[src/hdl/acsPkg.sv]
`default_nettype none

package acsPkg;

   // sample and metric widths
   localparam int mfBits        = 10;  // matched-filter sample, two's complement
   localparam int rotBits       = 8;   // rotator works on the top bits of each mf sample
   localparam int acsBits       = 10;  // accumulated metric width
   localparam int angleBits     = 5;   // angle counts steps of 2*pi/32
   localparam int rotConstBits  = 4;   // per-branch rotation constant, doubled into an angle
   localparam int numBranches   = 4;
   localparam int slotBits      = 2;   // enough to number the branches

   // fixed point of the rotator
   localparam int trigBits      = 8;   // signed table value, has to hold +64 and -64
   localparam int sineShift     = 6;   // table is scaled by 2**sineShift
   localparam int quarterSteps  = 8;   // angle steps in one quadrant

   // offset taken off the winning metric when the loop asks for a normalize
   localparam logic [acsBits-1:0] normOffset = 10'd128;

   // quarter wave of 64*sin(k*pi/16), k = 0..8, the rotator mirrors it into all four quadrants
   localparam logic signed [trigBits-1:0] sineTable [0:quarterSteps] = '{
      8'sd0, 8'sd12, 8'sd24, 8'sd36, 8'sd45, 8'sd53, 8'sd59, 8'sd63, 8'sd64
   };

   // rotation constants of the two modulation indices, one per trellis branch
   localparam logic [rotConstBits-1:0] branchRot45 [0:numBranches-1] = '{
      4'd0, 4'd3, 4'd5, 4'd6
   };
   localparam logic [rotConstBits-1:0] branchRot54 [0:numBranches-1] = '{
      4'd0, 4'd2, 4'd7, 4'd1
   };

   // one matched-filter output, i above q
   typedef struct packed {
      logic [mfBits-1:0] i;
      logic [mfBits-1:0] q;
   } mfSample_t;

   typedef mfSample_t [numBranches-1:0] mfBank_t;  // index k is branch k

   // sample as the rotator sees it, before and after rotation
   typedef struct packed {
      logic [rotBits-1:0] i;
      logic [rotBits-1:0] q;
   } rotSample_t;

   typedef logic [numBranches-1:0][acsBits-1:0] metricBank_t;  // index k is branch k

   // one branch in flight through the rotator
   typedef struct packed {
      rotSample_t           sample;
      logic [angleBits-1:0] angle;  // only meaningful on the way into the rotator
      logic [slotBits-1:0]  slot;   // branch number inside the symbol
      logic                 even;   // 54 bank when set, 45 bank otherwise
      logic                 last;   // marks the final branch of the symbol
   } rotReq_t;

   // all rotated branches of one symbol side by side
   typedef struct packed {
      rotSample_t [numBranches-1:0] branch;
      logic                         even;
   } rotSet_t;

endpackage

`default_nettype wire

[src/hdl/branchSerializer.sv]
`timescale 1ns/10ps
`default_nettype none

module branchSerializer (
   input  logic                          clk,
   input  logic                          reset,
   input  logic                          symEn,      // one-cycle symbol strobe
   input  logic                          symEnEven,  // picks the 54 bank, sampled with symEn
   input  logic [acsPkg::angleBits-1:0]  tilt,
   input  acsPkg::mfBank_t               mf45,
   input  acsPkg::mfBank_t               mf54,
   output acsPkg::rotReq_t               rotReq,
   output logic                          reqValid
);
   import acsPkg::*;

   mfBank_t                 bank45;    // banks held for the whole symbol
   mfBank_t                 bank54;
   logic                    evenR;
   logic [angleBits-1:0]    tiltR;     // held too, so a new tilt can't disturb the slots in flight
   logic [slotBits-1:0]     slotCnt;   // branch being handed to the rotator
   logic                    busy;      // high while slots 0 to 3 go out
   mfSample_t               branch;
   logic [rotConstBits-1:0] rotConst;

   // capture everything that describes the symbol at the strobe
   always_ff @(posedge clk) begin
      if (symEn) begin
         bank45 <= mf45;
         bank54 <= mf54;
         evenR  <= symEnEven;
         tiltR  <= tilt;
      end
   end

   // slot counter, a new strobe restarts it even if the previous symbol is still going out
   always_ff @(posedge clk) begin
      if (reset) begin
         busy    <= 1'b0;
         slotCnt <= '0;
      end else if (symEn) begin
         busy    <= 1'b1;
         slotCnt <= '0;
      end else if (busy) begin
         busy    <= (slotCnt != slotBits'(numBranches - 1));  // goes idle after slot 3
         slotCnt <= slotCnt + 1'b1;
      end
   end

   always_comb begin
      // bank and rotation constant both follow the even flag
      branch   = evenR ? bank54[slotCnt] : bank45[slotCnt];
      rotConst = evenR ? branchRot54[slotCnt] : branchRot45[slotCnt];

      // the rotator only takes the top bits, the low mf bits are dropped
      rotReq.sample.i = branch.i[mfBits-1 -: rotBits];
      rotReq.sample.q = branch.q[mfBits-1 -: rotBits];

      // 32 - tilt - 2*rot, the 5 bit width does the mod 32
      rotReq.angle = -tiltR - {rotConst, 1'b0};

      rotReq.slot = slotCnt;
      rotReq.even = evenR;
      rotReq.last = (slotCnt == slotBits'(numBranches - 1));
   end

   assign reqValid = busy;  // one branch per clock, no back-pressure

endmodule

`default_nettype wire

[src/hdl/phaseRotator.sv]
`timescale 1ns/10ps
`default_nettype none

module phaseRotator (
   input  logic            clk,
   input  logic            reset,
   input  acsPkg::rotReq_t rotReq,    // sample plus angle, one branch per clock
   input  logic            reqValid,
   output acsPkg::rotReq_t rotOut,    // same fields, sample now rotated
   output logic            outValid
);
   import acsPkg::*;

   logic [1:0]                  quad;         // quadrant of the angle
   logic [angleBits-3:0]        step;         // position inside the quadrant
   logic signed [trigBits-1:0]  nearVal;      // table at step
   logic signed [trigBits-1:0]  farVal;       // table at the mirrored step
   logic signed [trigBits-1:0]  cosNext;
   logic signed [trigBits-1:0]  sinNext;
   rotReq_t                     s1Req;
   logic                        s1Valid;
   logic signed [trigBits-1:0]  cosR;
   logic signed [trigBits-1:0]  sinR;
   logic signed [rotBits+trigBits:0] iFull;  // one guard bit over the product width
   logic signed [rotBits+trigBits:0] qFull;
   rotReq_t                     s2Next;

   // stage one, fold the angle into the quarter-wave table
   always_comb begin
      quad    = rotReq.angle[angleBits-1 -: 2];
      step    = rotReq.angle[angleBits-3:0];
      nearVal = sineTable[{1'b0, step}];
      farVal  = sineTable[4'(quarterSteps) - {1'b0, step}];  // cos is sin mirrored in the quadrant
      unique case (quad)
         2'd0: begin
            sinNext = nearVal;
            cosNext = farVal;
         end
         2'd1: begin
            sinNext = farVal;   // past 90 degrees sin comes back down
            cosNext = -nearVal;
         end
         2'd2: begin
            sinNext = -nearVal;
            cosNext = -farVal;
         end
         default: begin
            sinNext = -farVal;
            cosNext = nearVal;
         end
      endcase
   end

   always_ff @(posedge clk) begin
      s1Req <= rotReq;  // slot, even and last ride along with the sample
      cosR  <= cosNext;
      sinR  <= sinNext;
   end

   // stage two, complex multiply, then drop the table scaling
   always_comb begin
      iFull  = $signed(s1Req.sample.i) * cosR - $signed(s1Req.sample.q) * sinR;
      qFull  = $signed(s1Req.sample.i) * sinR + $signed(s1Req.sample.q) * cosR;
      s2Next = s1Req;
      s2Next.sample.i = iFull[sineShift +: rotBits];  // shift right by 6 and keep 8 bits
      s2Next.sample.q = qFull[sineShift +: rotBits];
   end

   always_ff @(posedge clk) begin
      rotOut <= s2Next;
   end

   // valid walks down the two stages with its data
   always_ff @(posedge clk) begin
      if (reset) begin
         s1Valid  <= 1'b0;
         outValid <= 1'b0;
      end else begin
         s1Valid  <= reqValid;
         outValid <= s1Valid;
      end
   end

endmodule

`default_nettype wire

[src/hdl/branchCollector.sv]
`timescale 1ns/10ps
`default_nettype none

module branchCollector (
   input  logic            clk,
   input  logic            reset,
   input  acsPkg::rotReq_t rotIn,      // rotated branches, one per clock
   input  logic            inValid,
   output acsPkg::rotSet_t rotSetOut,  // whole symbol, valid only with setValid
   output logic            setValid
);
   import acsPkg::*;

   // the last branch is never stored, it goes straight through with the others
   rotSample_t held [0:numBranches-2];

   always_ff @(posedge clk) begin
      if (reset) begin
         for (int k = 0; k < numBranches - 1; k++) begin
            held[k] <= '0;  // a set seen before the first full symbol reads zero
         end
      end else if (inValid && !rotIn.last) begin
         held[rotIn.slot] <= rotIn.sample;  // slot picks the register
      end
   end

   always_comb begin
      for (int k = 0; k < numBranches - 1; k++) begin
         rotSetOut.branch[k] = held[k];
      end
      rotSetOut.branch[numBranches-1] = rotIn.sample;  // arriving branch, not yet stored
      rotSetOut.even = rotIn.even;  // even flag is the same on every branch of a symbol
   end

   // the set is complete the cycle the last branch shows up
   assign setValid = inValid && rotIn.last;

endmodule

`default_nettype wire

[src/hdl/addCompareSelect.sv]
`timescale 1ns/10ps
`default_nettype none

module addCompareSelect (
   input  logic                        clk,
   input  logic                        reset,
   input  acsPkg::rotSet_t             rotSet,        // rotated branches of one symbol
   input  logic                        setValid,
   input  acsPkg::metricBank_t         accMet45,      // read on the setValid edge
   input  acsPkg::metricBank_t         accMet54,
   input  logic                        normalizeIn,   // loop asks for the offset subtraction
   output logic [acsPkg::slotBits-1:0] selOut,        // winning branch
   output logic [acsPkg::rotBits-1:0]  iOut,          // winner's rotated I
   output logic [acsPkg::rotBits-1:0]  qOut,          // winner's rotated Q
   output logic [acsPkg::acsBits-1:0]  accMetOut,
   output logic                        normalizeOut,
   output logic                        symEnOut
);
   import acsPkg::*;

   metricBank_t          metSel;                // bank chosen by the even flag
   logic [acsBits-1:0]   sum [0:numBranches-1];
   logic [slotBits-1:0]  selA;                  // winner of branches 0 and 1
   logic [slotBits-1:0]  selB;                  // winner of branches 2 and 3
   logic [slotBits-1:0]  selBest;
   logic [acsBits-1:0]   bestMetric;            // registered winning sum
   logic [acsBits:0]     offsetDiff;            // one bit wider than the metric

   // true when b beats a, so an equal pair keeps the lower index
   function automatic logic beats(input logic [acsBits-1:0] a, input logic [acsBits-1:0] b);
      return $signed(b) > $signed(a);
   endfunction

   always_comb begin
      metSel = rotSet.even ? accMet54 : accMet45;
      for (int k = 0; k < numBranches; k++) begin
         // sign-extend the rotated I, the sum wraps at the metric width
         sum[k] = {{(acsBits - rotBits){rotSet.branch[k].i[rotBits-1]}}, rotSet.branch[k].i}
                  + metSel[k];
      end
   end

   // two-level compare tree, signed throughout
   always_comb begin
      selA    = beats(sum[0], sum[1]) ? 2'd1 : 2'd0;
      selB    = beats(sum[2], sum[3]) ? 2'd3 : 2'd2;
      selBest = beats(sum[selA], sum[selB]) ? selB : selA;  // on a tie the lower pair wins
   end

   always_ff @(posedge clk) begin
      if (reset) begin
         selOut     <= '0;
         iOut       <= '0;
         qOut       <= '0;
         bestMetric <= '0;
         symEnOut   <= 1'b0;
      end else begin
         symEnOut <= setValid;  // one pulse per finished symbol
         if (setValid) begin
            selOut     <= selBest;
            iOut       <= rotSet.branch[selBest].i;  // phase error follows the survivor
            qOut       <= rotSet.branch[selBest].q;
            bestMetric <= sum[selBest];
         end
      end
   end

   // 01 in the top bits means the positive metric is about to run out of range
   assign normalizeOut = (bestMetric[acsBits-1 -: 2] == 2'b01);

   // subtract the offset and clamp at zero, keeps the accumulators from overflowing
   // the metric is signed, so the extra bit keeps a very negative one from wrapping positive
   assign offsetDiff = {bestMetric[acsBits-1], bestMetric} - {1'b0, normOffset};
   always_comb begin
      if (!normalizeIn) begin
         accMetOut = bestMetric;
      end else if (offsetDiff[acsBits]) begin
         accMetOut = '0;  // went negative, saturate
      end else begin
         accMetOut = offsetDiff[acsBits-1:0];
      end
   end

endmodule

`default_nettype wire

[src/hdl/acsMultH.sv]
`timescale 1ns/10ps
`default_nettype none

module acsMultH (
   input  logic                         clk,
   input  logic                         reset,
   input  acsPkg::mfBank_t              mf45,         // matched filter, index 4/16
   input  acsPkg::mfBank_t              mf54,         // matched filter, index 5/16
   input  acsPkg::metricBank_t          accMet45,     // must hold from symEn to symEnOut
   input  acsPkg::metricBank_t          accMet54,
   input  logic [acsPkg::angleBits-1:0] tilt,
   input  logic                         symEn,
   input  logic                         symEnEven,
   input  logic                         normalizeIn,
   output logic [acsPkg::slotBits-1:0]  selOut,
   output logic [acsPkg::rotBits-1:0]   iOut,
   output logic [acsPkg::rotBits-1:0]   qOut,
   output logic [acsPkg::acsBits-1:0]   accMetOut,
   output logic                         normalizeOut,
   output logic                         symEnOut      // seven cycles after symEn
);
   import acsPkg::*;

   rotReq_t rotReq;     // serializer to rotator
   logic    reqValid;
   rotReq_t rotOut;     // rotator to collector
   logic    outValid;
   rotSet_t rotSet;     // collector to compare stage
   logic    setValid;

   // bank capture and one branch per clock
   branchSerializer serializer (
      .clk       (clk),
      .reset     (reset),
      .symEn     (symEn),
      .symEnEven (symEnEven),
      .tilt      (tilt),
      .mf45      (mf45),
      .mf54      (mf54),
      .rotReq    (rotReq),
      .reqValid  (reqValid)
   );

   // two-cycle pipelined rotation
   phaseRotator rotator (
      .clk      (clk),
      .reset    (reset),
      .rotReq   (rotReq),
      .reqValid (reqValid),
      .rotOut   (rotOut),
      .outValid (outValid)
   );

   // serial back to parallel
   branchCollector collector (
      .clk       (clk),
      .reset     (reset),
      .rotIn     (rotOut),
      .inValid   (outValid),
      .rotSetOut (rotSet),
      .setValid  (setValid)
   );

   addCompareSelect acs (
      .clk          (clk),
      .reset        (reset),
      .rotSet       (rotSet),
      .setValid     (setValid),
      .accMet45     (accMet45),
      .accMet54     (accMet54),
      .normalizeIn  (normalizeIn),
      .selOut       (selOut),
      .iOut         (iOut),
      .qOut         (qOut),
      .accMetOut    (accMetOut),
      .normalizeOut (normalizeOut),
      .symEnOut     (symEnOut)
   );

endmodule

`default_nettype wire

[config.mk]
export PLATFORM = sky130hd
export DESIGN_NAME = acsMultH
export DESIGN_NICKNAME = d
export VERILOG_FILES = /design/src/hdl/acsPkg.sv /design/src/hdl/branchSerializer.sv /design/src/hdl/phaseRotator.sv /design/src/hdl/branchCollector.sv /design/src/hdl/addCompareSelect.sv /design/src/hdl/acsMultH.sv
export SDC_FILE = /design/constraint.sdc
export NUM_CORES = 1
export LEC_CHECK = 0
export BUFFER_PORTS_ARGS = -buffer_cell sky130_fd_sc_hd__buf_2
export CORE_MARGIN = 4
export CORE_UTILIZATION = 51
export DETAILED_ROUTE_END_ITERATION = 7
export PLACE_DENSITY = 0.72
export SETUP_SLACK_MARGIN = 0.15
export SLEW_MARGIN = 0
export SYNTH_ARGS = -nofsm -noshare
export SYNTH_HDL_FRONTEND = slang
export SYNTH_SLANG_ARGS = --single-unit
[constraint.sdc]
create_clock -name clk -period 13.63 [get_ports clk]
set_input_delay 0 -clock clk [delete_from_list [all_inputs] [get_ports clk]]
set_output_delay 0 -clock clk [all_outputs]
set_load 0.05 [all_outputs]
==> results_dict.tcl <==
set metrics [dict create \
    max_stage_delay_ns 0.93 \
    ys_types 76 \
    slew_viol_final 0 \
    holdWs_ns 0.148 \
    die_h_um 218 \
    period_share_pct 57.5 \
    hp-class "in -> reg" \
    routedWlPerCell_um 18.5 \
    die_w_um 218 \
    fin_tns_setup_ns 0 \
    final_common_cell "inv_1" \
    synthCells 2045 \
    hold-path-cell-count 2 \
    clockBufferDepth 3 \
    synth_ff_type "edfxtp_1" \
    crit_family "simple AND/OR/NAND/NOR gates" \
    rsz0062_at_grt "false" \
    drc 0 \
    antenna_found_initial 0 \
    hpwl_um 39300 \
    cp_slowest_cell "and3_1" \
    place.gp.congestion 0.894 \
    yosysSeqAreaShare_pct 32.3 \
    max-slew-margin-rel_pct 11.8 \
    fin_area_mm2 0.0265 \
    cap_violations 0 \
    track_usage_pct 23.6 \
    drt_first_pass_iters 5 \
    arrival_ns 8.32 \
    hold_viol_final 0 \
    path_clk_slew_ns 0.07 \
    cts_setup_buffers 0 \
    drtAntennaViolNets 0 \
    crit_type "reg -> reg" \
    cts_max_level 1 \
    grt_pass1_vias 17700 \
    synth_area_mm2 0.0225 \
    synth.ff_latch_count 272 \
    setup_violations 0 \
    start_util_pct 51.9 \
    fmax_mhz 128 \
    path_max_fanout 40 \
    cts_tree "yes" \
    yosys_warnings 0 \
    avgSynthCellArea_um2 11.0 \
    root_buffer "clkbuf_16" \
    end_kind "flip-flop" \
    drt_iter0_drc 912 \
    rr_startpoint "rotator.rotOut[1]$_DFF_P_" \
    critPathLaunchType "flip-flop" \
    final_cell_mix "inv_1, buf_2, fa_1" \
    timing.final.ws_setup_ns 5.79 \
    async_flop_share_pct 0 \
    placeableCoreArea_mm2 0.0434 \
    grt_max_degree 82 \
    gr-total-overflow 0 \
    rrSetupSlack_ns 5.79 \
    syn_to_final_growth_pct 17.8 \
    rows 76 \
    drive_above_1_share_pct 18.1 \
    port_buffers 247 \
    status "completed" \
    min_period_ns 7.84 \
    io_pins 280 \
    via_per_inst 5.40 \
    numCtsBuffers 27 \
    critPathBufInv 4 \
    rr_endpoint "acs.qOut[6]$_SDFFE_PP0P_" \
    hold_path_startpoint "mf45[2]" \
    routed_wl_um 55400 \
    dp_worst_setup_slack_ns 5.90 \
    finalNetCount 3035 \
    worstPathRequired_ns 14.11 \
    synth_edf_count 182 \
    cts.sinks 272 \
    place_area_mm2 0.0242 \
    antenna_cells 0 \
    dieArea_mm2 0.0475 \
    worst_r2r_path_depth 32 \
    grt_pass1_wl_um 90000 \
    worst_pin_slew_ns 1.31 \
    skew_ns 0.0149 \
    syn-num-nets 2693 \
    clk_latency_ns 0.55 \
    dr_total_vias 16200 \
    min_to "serializer.bank45[2]$_DFFE_PP_" \
]
-- routing by layer --
metal	routed length, um	part of all wire [%]	track usage, %	vias to the layer above
li1	-	-	-	7534
met1	21500	39	28.3	7948
met2	28400	51	42.7	541
met3	2940	5.3	3.12	145
met4	2650	4.8	9.84	0
met5	0	0	0	-
-- kinds of logic (layout without fill, tap and decap cells) --
family,Yosys count,count (layout),share of synthesized area (%)
simple gates,581,581,13.3
flops,272,272,32.3
compound gates,218,218,6.65
xor+xnor,106,106,4.13
fa+ha+maj,398,398,29.7
buf+inv,347,710,6.01
mux,123,123,7.85
-- how the worst max path moves through the flow --
stage	from	end	slack, ns	depth (start not counted)
6_report	rotator.rotOut[1]$_DFF_P_	acs.qOut[6]$_SDFFE_PP0P_	5.79	32
5_1_grt	rotator.rotOut[1]$_DFF_P_	acs.qOut[3]$_SDFFE_PP0P_	5.18	32
4_1_cts	rotator.rotOut[1]$_DFF_P_	acs.qOut[6]$_SDFFE_PP0P_	5.87	32
3_5_place_dp	rotator.rotOut[1]$_DFF_P_	acs.qOut[6]$_SDFFE_PP0P_	5.90	32
3_3_place_gp	rotator.rotOut[1]$_DFF_P_	acs.qOut[4]$_SDFFE_PP0P_	6.14	32
2_1_floorplan	rotator.rotOut[1]$_DFF_P_	acs.selOut[0]$_SDFFE_PP0P_	6.90	31
-- stage by stage --
| stage | util, % | cells |
|---|---|---|
| 5_1_grt | 61.1 | 2993 |
| 2_1_floorplan | - | 2045 |
| 3_3_place_gp | 55.8 | 2807 |
| 6_report | 61.1 | 2993 |
| 4_1_cts | 61.1 | 2993 |
| 3_5_place_dp | 55.8 | 2807 |
-- worst register-to-register path: cells and delay by family, from the launching register on --
family                     cells  cell delay, ns
AOI/OAI and AO/OA             12            2.12
xor gates and xnor gates       1            0.18
and+or+nand+nor                9            2.40
buffers and inverters          4            0.82
muxes                          2            0.90
adders and majority gates      4            1.04
DFF                            1            0.31
-- synth_stat cells (11+ instances only) --
| master | n | share of area [%] |
|---|---|---|
| o21ai_0 | 50 | 1.1 |
| mux2i_1 | 19 | 0.85 |
| nor3_1 | 41 | 0.91 |
| and2_1 | 195 | 5.4 |
| a21o_1 | 11 | 0.37 |
| nor2b_1 | 14 | 0.39 |
| o311ai_0 | 17 | 0.66 |
| mux2_2 | 62 | 3.1 |
| xnor2_1 | 86 | 3.3 |
| edfxtp_1 | 182 | 24 |
| fa_1 | 228 | 20 |
| nand2_1 | 136 | 2.3 |
| mux4_2 | 32 | 3.2 |
| inv_1 | 263 | 4.4 |
| nand3_1 | 25 | 0.56 |
| ha_1 | 170 | 9.5 |
| nor2_1 | 101 | 1.7 |
| dfxtp_1 | 90 | 8.0 |
| nand2b_1 | 20 | 0.56 |
| a21oi_1 | 46 | 1.0 |
| xor2_1 | 20 | 0.78 |
| clkbuf_1 | 68 | 1.1 |
-- registers in the layout, indices dropped and copies added (netlist names), 8 cells and up --
register	count
collector.held	48
rotator.s1Req	20
acs.iOut	8
acs.bestMetric	10
rotator.sinR	8
serializer.bank45	64
acs.qOut	8
serializer.bank54	64
rotator.cosR	8
rotator.rotOut	20
-- layout make-up --
type	instances	area [um2]
clock inverters	15	175
clock buffers	35	756
well taps	585	732
multi-input cells	1426	13900
fillers	3431	16900
flip-flops and latches	272	7270
repair buffers	395	2690
inverters	265	995
-- what timing repair did --
action,4_1_cts,5_1_grt
gates resized for setup,0,0
hold buffers,136,0
hold endpoints to repair,140,0
Power is not shown: default switching activity piles up to over one toggle a cycle in this logic, so the estimate is an artifact.
